===== src/common/bp_cfg_pkg.sv =====
// ----------------------------------------------------------
// fetch geometry for the branch prediction block
// compressed instructions are always supported, so a fetch
// block of FETCH_BYTES holds INSTR_PER_FETCH halfword slots
// ----------------------------------------------------------

package bp_cfg_pkg;

  // ----------------------------------------------------------
  // address space
  // ----------------------------------------------------------

  // virtual address width (sv39)
  localparam int unsigned VLEN = 39;

  // ----------------------------------------------------------
  // fetch block layout
  // ----------------------------------------------------------

  // 16-bit slots per 32-bit fetch block
  localparam int unsigned INSTR_PER_FETCH = 2;
  // bits needed to pick a slot inside the block
  localparam int unsigned SLOT_BITS = 1;
  // bytes fetched per cycle, step of the sequential pc
  localparam int unsigned FETCH_BYTES = 4;

  // ----------------------------------------------------------
  // index offsets
  // ----------------------------------------------------------

  // pc bit 0 is always zero with halfword alignment
  localparam int unsigned PC_OFFSET = 1;
  // lowest pc bit of a table row index, just above the slot bit
  localparam int unsigned ROW_LSB = PC_OFFSET + SLOT_BITS;

endpackage


===== src/common/bp_types_pkg.sv =====
// ----------------------------------------------------------
// entry types of the history and target tables
// a counter value of 2'b1x predicts taken
// evicted counters restart at weakly taken
// ----------------------------------------------------------

package bp_types_pkg;

  // ----------------------------------------------------------
  // saturating counter
  // ----------------------------------------------------------

  // ordered so that +1 moves toward taken
  typedef enum logic [1:0] {
    CNT_STRONG_NT = 2'b00,
    CNT_WEAK_NT   = 2'b01,
    CNT_WEAK_T    = 2'b10,
    CNT_STRONG_T  = 2'b11
  } sat_cnt_t;

  // value after reset, flush or clear
  localparam sat_cnt_t CNT_RESET = CNT_WEAK_T;

  // ----------------------------------------------------------
  // table entries
  // ----------------------------------------------------------

  // one history entry, 3 bits
  typedef struct packed {
    logic     valid;
    sat_cnt_t cnt;
  } bht_entry_t;

  // one target entry, full virtual target
  typedef struct packed {
    logic                         valid;
    logic [bp_cfg_pkg::VLEN-1:0] target;
  } btb_entry_t;

endpackage


===== src/btb/btb.sv =====
// ----------------------------------------------------------
// branch target buffer, one full target per fetch slot
// BTB_ENTRIES is a power of two and at least 4
// there is no tag, so aliased pcs share an entry
// flush or clear drops every valid bit in one cycle
// ----------------------------------------------------------

`timescale 1ns/1ps

module btb #(
  parameter int unsigned BTB_ENTRIES = 64,
  parameter bit          DEBUG_EN    = 1'b1
) (
  input  logic                                                         clk_i,
  input  logic                                                         rst_ni,
  input  logic                                                         clear_i,
  input  logic                                                         flush_i,
  input  logic                                                         debug_mode_i,
  // fetch address, halfword aligned
  input  logic [bp_cfg_pkg::VLEN-1:0]                                   vpc_i,
  // resolved target from execute
  input  logic                                                         btb_update_valid_i,
  input  logic [bp_cfg_pkg::VLEN-1:0]                                   btb_update_pc_i,
  input  logic [bp_cfg_pkg::VLEN-1:0]                                   btb_update_target_i,
  // per-slot hit and target of the fetched row
  output logic [bp_cfg_pkg::INSTR_PER_FETCH-1:0]                        btb_hit_o,
  output logic [bp_cfg_pkg::INSTR_PER_FETCH-1:0][bp_cfg_pkg::VLEN-1:0] btb_target_o
);

  import bp_cfg_pkg::*;
  import bp_types_pkg::*;

  // ----------------------------------------------------------
  // geometry
  // ----------------------------------------------------------

  localparam int unsigned NR_ROWS  = BTB_ENTRIES / INSTR_PER_FETCH;
  localparam int unsigned ROW_BITS = $clog2(NR_ROWS);

  // ----------------------------------------------------------
  // storage and indexing
  // ----------------------------------------------------------

  btb_entry_t btb_q [NR_ROWS][INSTR_PER_FETCH];

  logic [ROW_BITS-1:0]  rd_row;
  logic [ROW_BITS-1:0]  upd_row;
  logic [SLOT_BITS-1:0] upd_slot;
  logic                 upd_en;
  btb_entry_t           upd_entry;

  // same index rule as the history table
  assign rd_row   = vpc_i[ROW_LSB +: ROW_BITS];
  assign upd_row  = btb_update_pc_i[ROW_LSB +: ROW_BITS];
  assign upd_slot = btb_update_pc_i[PC_OFFSET +: SLOT_BITS];

  // no writes while the core sits in debug mode
  assign upd_en = btb_update_valid_i & ~(DEBUG_EN & debug_mode_i);

  // new entry is always valid
  assign upd_entry = '{valid: 1'b1, target: btb_update_target_i};

  // ----------------------------------------------------------
  // prediction read
  // ----------------------------------------------------------

  for (genvar s = 0; s < INSTR_PER_FETCH; s++) begin : gen_rd
    assign btb_hit_o[s]    = btb_q[rd_row][s].valid;
    assign btb_target_o[s] = btb_q[rd_row][s].target;
  end

  // ----------------------------------------------------------
  // table flops
  // ----------------------------------------------------------

  always_ff @(posedge clk_i or negedge rst_ni) begin
    if (!rst_ni) begin
      for (int r = 0; r < NR_ROWS; r++) begin
        for (int s = 0; s < INSTR_PER_FETCH; s++) begin
          btb_q[r][s] <= '0;
        end
      end
    end else if (flush_i || clear_i) begin
      // targets stay, only the valid bits go
      for (int r = 0; r < NR_ROWS; r++) begin
        for (int s = 0; s < INSTR_PER_FETCH; s++) begin
          btb_q[r][s].valid <= 1'b0;
        end
      end
    end else if (upd_en) begin
      // same-cycle read of this entry returns the old target
      btb_q[upd_row][upd_slot] <= upd_entry;
    end
  end

endmodule


===== config.mk =====
export PLATFORM = sky130hd
export DESIGN_NAME = btb
export DESIGN_NICKNAME = d
export VERILOG_FILES = /design/src/common/bp_cfg_pkg.sv /design/src/common/bp_types_pkg.sv /design/src/btb/btb.sv
export SDC_FILE = /design/constraint.sdc
export NUM_CORES = 2
export LEC_CHECK = 0
export ABC_CLOCK_PERIOD_IN_PS = 1900
export BUFFER_PORTS_ARGS = -buffer_cell sky130_fd_sc_hd__clkbuf_2
export CAP_MARGIN = 20
export CORE_ASPECT_RATIO = 0.5
export CORE_UTILIZATION = 57
export CTS_CLUSTER_DIAMETER = 120
export DETAILED_ROUTE_END_ITERATION = 10
export GPL_TIMING_DRIVEN = 1
export PLACE_DENSITY_LB_ADDON = 0.12
export SLEW_MARGIN = 0
export SYNTH_ARGS = -nofsm -noshare
export SYNTH_HDL_FRONTEND = slang
export SYNTH_SLANG_ARGS = --single-unit

===== constraint.sdc =====
create_clock -name clk_i -period 1.9 [get_ports clk_i]
set_clock_uncertainty 0.1 [all_clocks]
set_input_delay 0.19 -clock clk_i [delete_from_list [all_inputs] [get_ports clk_i]]
set_output_delay 0.19 -clock clk_i [all_outputs]
set_load 0.01 [all_outputs]

==> metrics <==
worst vdd ir=797 µV; Die Span Y=318 µm; fin worst setup slack=-1.03 ns; final WL=334000 µm; syn avg cell area=15.7 µm²; final setup violation count=80; crit path launch type=register; P&R area growth vs syn=19.4%; Slew @ Worst Pin=0.835 ns; Die X=635 µm; CTS tree=built; worst setup path start=btb_q[789]; final hold vios=0; row cnt=115; Vias=68800; first-pass GRT wire length=503000 µm; arrival time at the worst endpoint=2.64 ns; cells on worst reg2reg path=3; area of the core=198000 µm²; Worst Path Max Fanout=2; Layout Cells excl Fill=10600; clock-pin slew on the worst setup and hold paths=0.07 ns; max frequency=0.341 GHz; initial drt markers=5968; Reg with most FFs=btb_q; FILL cells=13000; DRC viols=0; clk_lat worst skew=0.88 ns; Post-synth EDFFs=0; most frequent cells in the layout=dfrtp_1, mux2_2, mux4_2; max_slew headroom=44.3%; total die area=202000 µm²; I/O pin cnt=203; Pre-Repair DR Iteration Count=6; Synth Register Bits=2560; most common cell after layout, fill and taps aside=dfrtp_1; Worst R2R Start=btb_q[35]; placed cell count=10100; initial core utilization=57.7%; synthesized area=114000 µm²; Leakage=0.0672 µW; HPWL after detailed placement=221000 µm; vias in the first global route=75200; nets=7876; Ys Warns=0; CP Capture Type=output pin; largest net degree at the start of global routing=97; Hold Crit Start=btb_update_target_i[13]; H-tree Lvls=4; root buffer cell=clkbuf_16; period utilization=154%; number of max-cap violations=0; Largest regs=btb_q x2560; worst-case clock buffer depth=4; Largest register FFs=2560; Hold Crit Class=in -> reg; Post-Syn Nets=7406; Synth cell types=35; Remaining Overflow, GRT=0; CP Class=reg -> out; post-route minimum period=2.93 ns; Seq/Total Area, Yosys=56.2%; Antenna Nets Post-Route=0; Power Density=829 nW/µm²; FF-to-FF setup slack=0.80 ns; fin. max-slew vios=0; Port Buf Inserts=135; Placer Congestion=0.845; Fin Hold WS=0.0399 ns; Total GRT Usage=33.7%; Async SR Flop Fraction=100%; clock sinks=2560; Reg2Reg Capture Point=btb_q[35]; RSZ-0062 raised after global routing=true; DR WL/cell=31.6 µm; Synth Instances=7283; Vias/cell=6.52; Num CTS Buffers=225; Req. time, crit path=1.61 ns; failing checks=negative setup slack; hold depth=2; leading register cell type out of synthesis=dfrtp_1; Hold EP=btb_q[213]; ratio of cells with drive above 1 in the final layout=59.5%; initial antenna violation count=21; status=finished with violations
worst max-delay path, stage by stage (launching register included):
cell      delay (ns)
dfrtp_1         0.39
mux4_2          0.47
mux4_2          0.53
nor2_4          0.16
nor3_4          0.07
clkbuf_2        0.15
power breakdown:
group / internal, µW / total (µW) / switching [µW]
combinational: 4320 / 9730 / 5420
clock: 25700 / 46400 / 20700
sequential: 55900 / 56600 / 727
routing by layer:
metal	GRT usage, %	vias up	wire length (µm)
li1	-	28000	-
met1	48.9	37800	142000
met2	52.0	2439	155000
met3	7.26	570	27000
met4	9.33	2	9510
met5	0	-	13
through the flow:
| stage | util, % | TNS, ns | total power [µW] | worst slack (ns) | area [µm²] |
|---|---|---|---|---|---|
| final | 68.9 | -50.89 | 113000 | -1.03 | 136000 |
| after global routing | 68.9 | -55.68 | 116000 | -1.08 | 136000 |
| after global placement | 63.7 | -687.97 | 66300 | -0.828 | 126000 |
| after CTS | 68.6 | -56.46 | 113000 | -1.08 | 136000 |
| after detailed placement | 63.7 | -594.28 | 66800 | -0.654 | 126000 |
| after floorplan | - | 0 | 61900 | 0.000405 | 114000 |
synthesized netlist by cell type (2+ instances only):
| library cell | n | area, µm² |
|---|---|---|
| mux2_1 | 52 | 586 |
| mux4_2 | 553 | 12500 |
| and4b_1 | 2 | 20.0 |
| nand3_1 | 48 | 240 |
| and3_1 | 6 | 37.5 |
| nand4_1 | 15 | 93.8 |
| dfrtp_1 | 2560 | 64100 |
| nor3b_1 | 2 | 15.0 |
| and2_1 | 3 | 18.8 |
| nor2b_1 | 5 | 31.3 |
| nand4bb_1 | 2 | 22.5 |
| or2_2 | 4 | 25.0 |
| buf_1 | 64 | 240 |
| clkbuf_1 | 341 | 1280 |
| or3b_2 | 4 | 35.0 |
| mux2i_1 | 180 | 1800 |
| mux2_2 | 2444 | 27500 |
| buf_4 | 9 | 67.6 |
| a22oi_1 | 96 | 721 |
| or3_1 | 3 | 18.8 |
| a21o_1 | 32 | 240 |
| nor2_1 | 44 | 165 |
| and3b_1 | 2 | 17.5 |
| o22ai_1 | 248 | 1550 |
| nand3b_1 | 6 | 45.0 |
| buf_2 | 356 | 1780 |
| nand2_1 | 116 | 435 |
| nor4_1 | 59 | 369 |
| nor3_1 | 7 | 35.0 |
| a21oi_1 | 15 | 75.1 |
layout make-up:
type / instances / area, µm² / area share (%)
Clock inverter: 60 / 612 / 0.449
Timing Repair Buffer: 1014 / 11600 / 8.54
Multi-Input combinational cell: 3952 / 49900 / 36.6
Sequential cell: 2560 / 64100 / 47.1
Antenna cell: 3 / 7.51 / 0.00551
Tap cell: 2632 / 3290 / 2.42
Clock buffer: 334 / 6680 / 4.91
timing repair:
action / 4_1_cts / 5_1_grt
buffers inserted: 17 / 10
gates resized for setup: 302 / 83
endpoints found under the setup margin: 80 / 405
gates cloned: 0 / 1
pin swaps: 93 / 45
hold buffers: 35 / 0
hold endpoints to repair: 3531 / 0
kinds of logic (layout without fill, tap and decap cells):
family	after synthesis	count (layout)	share of synthesized area, %
AND/OR/NAND/NOR	332	332	1.47
AO/OA/AOI/OAI	391	391	2.27
buffers and inverters	771	1408	2.96
multiplexers	3229	3229	37.1
other	0	3	0
flip-flops	2560	2560	56.2
worst max-delay path by stage:
stage | to | slack, ns | depth (start not counted)
after CTS | btb_target_o[29] | -1.08 | 5
after floorplan | btb_target_o[12] | 0.0004 | 6
final | btb_target_o[29] | -1.03 | 5
after detailed placement | btb_target_o[76] | -0.65 | 7
after global placement | btb_q[1606] | -0.83 | 5
after global routing | btb_target_o[29] | -1.08 | 5
Note: power is estimated with default switching activity, not from simulation.
