**config.mk**
```make
export PLATFORM = sky130hd
export DESIGN_NAME = next_pc_select
export DESIGN_NICKNAME = d
export VERILOG_FILES = /design/src/common/bp_cfg_pkg.sv /design/src/rtl/next_pc_select.sv
export SDC_FILE = /design/constraint.sdc
export NUM_CORES = 1
export LEC_CHECK = 0
export ABC_CLOCK_PERIOD_IN_PS = 1700
export BUFFER_PORTS_ARGS = -buffer_cell sky130_fd_sc_hd__buf_2
export CAP_MARGIN = 20
export CORE_ASPECT_RATIO = 1.5
export CORE_MARGIN = 3
export CORE_UTILIZATION = 39
export DETAILED_ROUTE_END_ITERATION = 10
export GPL_ROUTABILITY_DRIVEN = 1
export PLACE_DENSITY = 0.83
export SLEW_MARGIN = 10
export SYNTH_ARGS = -nofsm -noshare
export SYNTH_HDL_FRONTEND = slang
export SYNTH_SLANG_ARGS = --single-unit
```
**constraint.sdc**
```tcl
create_clock -name vclk -period 1.7
set_input_delay 0.17 -clock vclk [all_inputs]
set_output_delay 0.17 -clock vclk [all_outputs]
set_load 0.02 [all_outputs]
```
**src/common/bp_cfg_pkg.sv**
```systemverilog
// ----------------------------------------------------------
// fetch geometry for the branch prediction block
// compressed instructions are always supported, so a fetch
// block of FETCH_BYTES holds INSTR_PER_FETCH halfword slots
// ----------------------------------------------------------

package bp_cfg_pkg;

  // ----------------------------------------------------------
  // address space
  // ----------------------------------------------------------

  // virtual address width (sv39)
  localparam int unsigned VLEN = 39;

  // ----------------------------------------------------------
  // fetch block layout
  // ----------------------------------------------------------

  // 16-bit slots per 32-bit fetch block
  localparam int unsigned INSTR_PER_FETCH = 2;
  // bits needed to pick a slot inside the block
  localparam int unsigned SLOT_BITS = 1;
  // bytes fetched per cycle, step of the sequential pc
  localparam int unsigned FETCH_BYTES = 4;

  // ----------------------------------------------------------
  // index offsets
  // ----------------------------------------------------------

  // pc bit 0 is always zero with halfword alignment
  localparam int unsigned PC_OFFSET = 1;
  // lowest pc bit of a table row index, just above the slot bit
  localparam int unsigned ROW_LSB = PC_OFFSET + SLOT_BITS;

endpackage

```
**src/rtl/next_pc_select.sv**
```systemverilog
// ----------------------------------------------------------
// next fetch pc from the per-slot table state
// purely combinational, zero cycles from vpc_i
// slots before the one vpc_i starts in are never taken
// ----------------------------------------------------------

`timescale 1ns/1ps

module next_pc_select (
  input  logic [bp_cfg_pkg::VLEN-1:0]                                   vpc_i,
  // predecode found a conditional branch in the slot
  input  logic [bp_cfg_pkg::INSTR_PER_FETCH-1:0]                        branch_mask_i,
  input  logic [bp_cfg_pkg::INSTR_PER_FETCH-1:0]                        bht_valid_i,
  input  logic [bp_cfg_pkg::INSTR_PER_FETCH-1:0]                        bht_taken_i,
  input  logic [bp_cfg_pkg::INSTR_PER_FETCH-1:0]                        btb_hit_i,
  input  logic [bp_cfg_pkg::INSTR_PER_FETCH-1:0][bp_cfg_pkg::VLEN-1:0] btb_target_i,
  output logic                                                         predict_taken_o,
  output logic [bp_cfg_pkg::SLOT_BITS-1:0]                              predict_slot_o,
  output logic [bp_cfg_pkg::VLEN-1:0]                                   next_pc_o
);

  import bp_cfg_pkg::*;

  // low pc bits cleared to align to the fetch block
  localparam int unsigned ALIGN_BITS = $clog2(FETCH_BYTES);

  logic [SLOT_BITS-1:0]       start_slot;
  logic [INSTR_PER_FETCH-1:0] cand;
  logic [VLEN-1:0]            seq_pc;

  // slot the fetch starts in, pc bit 1
  assign start_slot = vpc_i[PC_OFFSET +: SLOT_BITS];

  // sequential address of the next block
  assign seq_pc = {vpc_i[VLEN-1:ALIGN_BITS], {ALIGN_BITS{1'b0}}} + VLEN'(FETCH_BYTES);

  // ----------------------------------------------------------
  // candidate slots
  // ----------------------------------------------------------

  // branch here, counter valid and taken, target known
  for (genvar s = 0; s < INSTR_PER_FETCH; s++) begin : gen_cand
    assign cand[s] = (s >= int'(start_slot)) & branch_mask_i[s] &
                     bht_valid_i[s] & bht_taken_i[s] & btb_hit_i[s];
  end

  // ----------------------------------------------------------
  // priority pick
  // ----------------------------------------------------------

  // walk downward so the lowest candidate is the last to win
  always_comb begin
    predict_taken_o = 1'b0;
    predict_slot_o  = '0;
    next_pc_o       = seq_pc;
    for (int s = INSTR_PER_FETCH - 1; s >= 0; s--) begin
      if (cand[s]) begin
        predict_taken_o = 1'b1;
        predict_slot_o  = SLOT_BITS'(s);
        next_pc_o       = btb_target_i[s];
      end
    end
  end

endmodule

```
==> results.tsv, run 1 <==
metric	value	unit
status	complete, but fails checks	
violations	setup timing	
rows	29	
drive_gt1_share	53.6	%
nNetsFinal	613	
ff_latch_area	0	um^2
worstHoldStart	btb_target_i[26]	
postRouteAntennaNets	0	
routed-via-count	3084	
top_level_ports	166	
wl_met2	4640	um
synth_top_family_by_area	simple AND/OR/NAND/NOR gates	
drc	0	
critPathRequiredTime	1530	ps
synth-compound-area-share	26.3	%
grt_max_degree	26	
yosysWarnings	0	
antenna_found_initial	0	
dr.pass1.iters	5	
maxCapViolCount	0	
hold_viol_final	0	
synth.cell_area	1740	um^2
synthSimpleGateAreaFrac	53.6	%
grt_pass1_wl	12000	um
syn_nets	415	
place.gp.congestion	0.935	
syn-mean-instance-area	6.03	um^2
syn2layout_area_growth	82.6	%
ys_top_cells_by_area	nand2_1 (10%), o21ai_0 (7.8%), xnor2_1 (6.5%)	
power_leakage	1.50	nW
setup_violations	2	
route.met3.wl	525	um
grt_remaining_overflow	0	
hold_buffers	0	
vdd_drop_max	0.000194	V
dpl_worst_slack	-101	ps
crit_path_max_fanout	4	
powerDensity	223	nW/um^2
track_usage	27.8	%
min_period	1760	ps
avgRoutedWirePerCell	16.3	um
tightest_slew	351	ps
grt_pass1_vias	2755	
dieWidth	60.6	um
synthAdderAreaFrac	0.718	%
worstPathArrival	1590	ps
synth_xor_area_share	12.6	%
worstHoldEndpoint	next_pc_o[26]	
min_path_type	input port to output port	
m1WireLength	3230	um
post_dp_cell_area	2950	um^2
viasPerCell	5.81	
synth_top_area_cell	nand2_1	
coreArea	4280	um^2
yosysTopAreaCellShare	10.3	%
design_area	3180	um^2
synth_commonest_cells	nand2_1 (48), nor2_1 (29), o21ai_0 (27), nand3_1 (20), a21oi_1 (14)	
path_cells	buf_6 > ha_4 > buf_4 > inv_1 > nor4_1 > xnor2_1 > a21oi_1 > a21o_1 > buf_2	
io_buffers	165	
hpwl	6680	um
wirelength	8630	um
cpMaxStageDelayCell	nor4_1	
drt-initial-drc-count	187	
setup_slack	-56.4	ps
muxShareOfSynthArea	0.574	%
die_h	87.9	um
slew-limit-headroom	76.4	%
clockBufferCount	0	
antennaDiodeCount	0	
flops_and_latches	0	
cp-end-kind	output port	
fmax	0.569	GHz
syn_inst	289	
critPathMaxStageDelay	370	ps
p_total	711	uW
post-route-period-util	103	%
synth.most_common_cell	nand2_1	
slew_viol_final	0	
crit_path_start_kind	input port	
rsz0062_at_grt	yes	
ys_seq_area_share	0	%
dieArea	5320	um^2
top_layer	met4	
start_util	40.7	%
crit_type	input port to output port	
min_path_cells	4	
synth.distinct_cells	49	
## worst max-delay path: cells and delay by family
kind                     cells  cell delay [ps]
adder cells (fa/ha/maj)      1              120
XOR/XNOR                     1              170
AO/OA/AOI/OAI                2              270
AND/OR/NAND/NOR              1              370
buffers and inverters        4              460
## power by group
part | internal [mW] | switching (mW) | total, mW
combinational | 0.337 | 0.374 | 0.711
sequential | 0 | 0 | 0
clock | 0 | 0 | 0
total | 0.337 | 0.374 | 0.711
## placed cells by master, fill, tap and decap left out, types with 3 or more instances in the layout
| cell type | n |
|---|---|
| a211oi_1 | 3 |
| a211oi_2 | 3 |
| a21oi_1 | 12 |
| a21oi_2 | 3 |
| a31oi_1 | 3 |
| and3_1 | 3 |
| and4_1 | 4 |
| and4_4 | 3 |
| buf_2 | 144 |
| buf_4 | 61 |
| buf_6 | 4 |
| buf_8 | 4 |
| inv_1 | 6 |
| nand2_1 | 47 |
| nand3_1 | 20 |
| nand4_1 | 13 |
| nand4_4 | 4 |
| nor2_1 | 27 |
| nor3_1 | 11 |
| nor4_2 | 5 |
| nor4_4 | 3 |
| o21ai_0 | 21 |
| o21ai_1 | 7 |
| o221ai_1 | 6 |
| o22ai_1 | 4 |
| xnor2_1 | 13 |
| xor2_1 | 11 |
## cell families after synthesis
logic type	count (synthesis)
xor gates and xnor gates	25
adders and majority gates	1
muxes	1
AOI/OAI and AO/OA	73
and+or+nand+nor	164
buffers and inverters	25
## stage by stage
stage,util (%),hold slack (ps),TNS (ps),instances
global placement,68.8,640,-414,531
CTS,70.9,652,-12.0,531
detailed placement,68.8,651,-700,531
finish,74.3,643,-70.5,531
floorplan,-,487,-632,289
global route,74.3,667,-381,531
## how the worst max path moves through the flow
stage,start,to,slack [ps],cells past startpoint
after floorplan,vpc_i[1],next_pc_o[11],-60,6
after global placement,vpc_i[18],next_pc_o[36],-90,7
after detailed placement,vpc_i[10],next_pc_o[36],-100,8
after CTS,vpc_i[13],next_pc_o[36],-10,8
after global routing,vpc_i[3],next_pc_o[14],-140,9
final,vpc_i[3],next_pc_o[14],-60,9
## area by class of cell
| class | count | area (um^2) |
|---|---|---|
| tap | 46 | 57.6 |
| fill | 350 | 1100 |
| multi-input combinational | 264 | 1780 |
| inverter | 6 | 22.5 |
| timing repair buffer | 215 | 1320 |
## repair_timing
item | 4_1_cts | 5_1_grt
endpoints found under the setup margin | 16 | 20
setup buffers | 0 | 0
gates resized for setup | 30 | 36
pin swaps | 4 | 12
## layer usage
layer / vias to the layer above / track usage [%]
met5: - / 0
met2: 152 / 52.3
met4: 0 / 10.1
met3: 28 / 1.77
met1: 1441 / 31.4
li1: 1463 / -
(Power assumes the default switching activity.)
==> inputs of run 2 (changes only) <==
- CELL_PAD_IN_SITES_DETAIL_PLACEMENT: unset -> 1
- CELL_PAD_IN_SITES_GLOBAL_PLACEMENT: unset -> 2
- CORE_UTILIZATION: 39 -> 17
==> results.tsv, run 2 (synthesized netlist as in run 1, its figures left out) <==
metric	value	unit
status	complete, but fails checks	
violations	setup timing	
antenna_found_initial	0	
power_leakage	1.57	nW
switchingPower	382	uW
hold_viol_final	0	
rsz0062_at_grt	yes	
stdcell_count	603	
slew-limit-headroom	75.9	%
path_cells	buf_8 > nand4_4 > nor4_4 > buf_4 > nand2_4 > nor4_4 > a311o_1 > buf_6	
fill_cells	1286	
avgRoutedWirePerCell	16.2	um
grt_max_degree	28	
fmax	0.575	GHz
drt-initial-drc-count	65	
antennaDiodeCount	0	
setup_slack	-40.0	ps
top_layer	met4	
tightest_slew	358	ps
place.gp.congestion	0.831	
setup_violations	3	
critPathRequiredTime	1530	ps
crit_type	input port to output port	
top_level_ports	166	
crit_path_start_kind	input port	
min_period	1740	ps
cp_common_cell	nor4_4	
intPower	354	uW
slew_viol_final	0	
track_usage	15.6	%
die_h	130	um
final_common_cell	buf_2	
postRouteAntennaNets	0	
power_frac_clock	0	%
start_util	17.7	%
routed-via-count	2990	
vdd_drop_max	0.0000795	V
post-route-period-util	102	%
grt_pass1_vias	2957	
syn2layout_area_growth	95.9	%
flops_and_latches	0	
holdWs	649	ps
powerDensity	216	nW/um^2
multi_input_area	1860	um^2
drc	0	
comb_power_share	100.0	%
min_path_type	input port to output port	
sequentialPowerShare	0	%
hold_buffers	0	
hpwl	8320	um
ff_latch_area	0	um^2
worstPathArrival	1570	ps
cp-end-kind	output port	
dieArea	11500	um^2
p_sw_share	51.9	%
critPathMaxStageDelay	350	ps
io_buffers	165	
dp_cells	599	
cpMaxStageDelayCell	nor4_4	
m1WireLength	3650	um
dieWidth	88.7	um
wirelength	9790	um
dr.pass1.iters	4	
clockBufferCount	0	
layout_common_cells	buf_2 (139), buf_4 (63), nand2_1 (46)	
grt_pass1_wl	14600	um
crit_path_max_fanout	5	
rows	44	
maxCapViolCount	0	
grt_remaining_overflow	0	
nNetsFinal	616	
viasPerCell	4.96	
wl_met2	5270	um
route.met3.wl	778	um
coreArea	9850	um^2
drive_gt1_share	56.4	%
[run 2: cell count changes in the layout (fill, tap and decap cells not counted), sizes merged]
cell,change
clkbuf,+1
buf,+2
[run 2: worst paths after layout]
kind	to	cells past startpoint	slack [ps]	start
max	next_pc_o[34]	8	-40	vpc_i[13]
min	next_pc_o[1]	4	650	btb_target_i[1]
[run 2: worst max-delay path: cells and delay by family]
kind	cells	cell delay [ps]
AOI/OAI and AO/OA	1	170
buffers and inverters	3	400
and+or+nand+nor	4	820
[run 2: through the flow]
stage	util (%)	total power [mW]	TNS [ps]	cell area, um^2	worst slack, ps
2_1_floorplan	-	0.284	-632	1750	-56.7
3_3_place_gp	30.8	0.647	-1070	3040	-145
3_5_place_dp	30.8	0.659	-2000	3040	-212
4_1_cts	32.5	0.700	-307	3200	-69.7
5_1_grt	34.6	0.796	-803	3410	-107
6_report	34.6	0.736	-96.4	3410	-40.0
[run 2: routing by layer]
layer  GRT usage, %  vias up
met5              0        -
met4           1.16        0
met3           2.65        6
met2           30.6      115
met1           17.8     1402
li1               -     1467
[run 2: area by class of cell]
cell class,count,area share (%)
tap,115,4.21
timing repair buffer,218,40.6
multi-input combinational,264,54.5
inverter,6,0.660
[run 2: what timing repair did]
action	CTS	global route
resized for setup	41	50
pin swaps	13	25
buffers inserted	2	3
hold endpoints to repair	0	0
setup endpoints to repair	24	30
[run 2: power groups by stage]
| stage | Combinational (mW) | Sequential, mW | Clock [mW] |
|---|---|---|---|
| floorplan | 0.284 | 0 | 0 |
| global placement | 0.647 | 0 | 0 |
| detailed placement | 0.659 | 0 | 0 |
| CTS | 0.700 | 0 | 0 |
| global route | 0.796 | 0 | 0 |
| finish | 0.736 | 0 | 0 |
==> inputs of run 3 (changes only) <==
- ABC_AREA: unset -> 1
- CAP_MARGIN: 20 -> unset
- CORE_UTILIZATION: 17 -> 16
==> results.tsv, run 3 <==
metric	value	unit
yosysTopAreaCellShare	45.4	%
fin_util	28.1	%
ys_seq_area_share	0	%
top_level_ports	166	
endpoint	next_pc_o[34]	
drive_gt1_share	36.7	%
cp-end-kind	output port	
drc	0	
min_path_cells	4	
synth.most_common_cell	nand2_1	
m1WireLength	3700	um
yosysWarnings	0	
slew-limit-headroom	81.9	%
final_common_cell	nand2_1	
place.gp.congestion	0.812	
tightest_slew	272	ps
vdd_drop_max	0.0000631	V
drt-initial-drc-count	81	
dr.pass1.iters	4	
clockBufferCount	0	
ys_top_cells_by_area	nand2_1 (45%), nand3_1 (10%), inv_1 (8.5%)	
synth_top_area_cell	nand2_1	
wirelength	10100	um
syn_inst	429	
io_buffers	165	
coreArea	11700	um^2
dpl_worst_slack	-43.0	ps
grt_pass1_wl	15500	um
crit_path_start_kind	input port	
antenna_found_initial	0	
layout_common_cells	nand2_1 (225), buf_2 (156), inv_1 (43)	
top_layer	met4	
die_h	141	um
dieArea	13500	um^2
grt_max_degree	26	
worstPathArrival	1460	ps
post-route-period-util	95.8	%
nNetsFinal	735	
rows	48	
flops_and_latches	0	
critPathRequiredTime	1530	ps
slew_viol_final	0	
rsz0062_at_grt	yes	
min_period	1630	ps
min_path_type	input port to output port	
route.met3.wl	455	um
synth.cell_area	1940	um^2
start_util	16.6	%
status	finished, final reports clean	
synth_commonest_cells	nand2_1 (234), inv_1 (44), nor2_1 (44), nand3_1 (39), xor2_1 (11)	
stdcell_count	758	
dieWidth	95.8	um
synth.distinct_cells	23	
setup_violations	0	
powerDensity	197	nW/um^2
wl_met2	5870	um
hold_viol_final	0	
routed-via-count	3210	
cp-startpoint	vpc_i[3]	
dp_cells	752	
track_usage	14.1	%
syn-mean-instance-area	4.51	um^2
syn_nets	555	
fmax	0.614	GHz
syn2layout_area_growth	68.9	%
hpwl	8890	um
viasPerCell	4.23	
crit_path_max_fanout	5	
ff_latch_area	0	um^2
maxCapViolCount	0	
grt_remaining_overflow	0	
avgRoutedWirePerCell	13.3	um
power_leakage	1.82	nW
holdWs	671	ps
postRouteAntennaNets	0	
setup_slack	71.3	ps
crit_type	input port to output port	
grt_pass1_vias	3315	
[run 3: metal layers]
metal / GRT usage, % / vias up
met5: 0 / -
met4: 1.80 / 0
met3: 0.747 / 4
met2: 29.8 / 80
met1: 14.9 / 1452
li1: - / 1674
[run 3: final cells by class]
cell class,instances,area (um^2)
Multi-Input combinational cell,375,1820
Antenna cell,1,2.50
Inverter,44,169
Fill cell,1671,8380
Tap cell,150,188
Timing Repair Buffer,188,1090
[run 3: power by group]
| part | leakage (nW) | switching (mW) | internal [mW] |
|---|---|---|---|
| clock | 0.00000634 | 0 | 0.0000000789 |
| combinational | 1.82 | 0.369 | 0.274 |
| sequential | 0 | 0 | 0 |
[run 3: worst min path at each step]
stage                           from             to  slack, ps
floorplan                   vpc_i[2]   next_pc_o[2]        540
global placement    btb_target_i[42]   next_pc_o[3]        670
detailed placement  btb_target_i[42]   next_pc_o[3]        670
CTS                 btb_target_i[42]   next_pc_o[3]        670
global route        btb_target_i[22]  next_pc_o[22]        690
finish              btb_target_i[42]   next_pc_o[3]        670
[run 3: repair_timing]
| action | 4_1_cts | 5_1_grt |
|---|---|---|
| buffers inserted | 0 | 4 |
| pin swaps | 3 | 28 |
| endpoints found under the setup margin | 4 | 25 |
| cloned | 1 | 0 |
| gates resized for setup | 7 | 35 |
| hold buffers | 0 | 0 |
[run 3: through the flow]
step           instance area [um^2]  total power [mW]  TNS, ps
3_3_place_gp                   3080             0.596        0
6_report                       3270             0.643        0
2_1_floorplan                  1940             0.289        0
3_5_place_dp                   3080             0.609    -68.4
5_1_grt                        3270             0.708     -102
4_1_cts                        3110             0.615    -21.8
[run 3: cell families (layout without fill, tap and decap cells)]
logic type / Yosys count / in the layout / synth area share, %
xor gates and xnor gates: 15 / 15 / 6.79
other: 0 / 1 / 0
AOI/OAI and AO/OA: 9 / 9 / 3.49
adders and majority gates: 1 / 1 / 0.646
and+or+nand+nor: 349 / 350 / 77.8
buffers and inverters: 55 / 232 / 11.2
[run 3: critical path, cell delays in order]
cell	delay, ps
buf_8	80
ha_4	140
nand2_4	50
nor2_4	220
nand2_4	140
nor2_8	180
nand4_1	130
nand2_1	90
nand2_1	70
nand2_1	80
buf_6	120
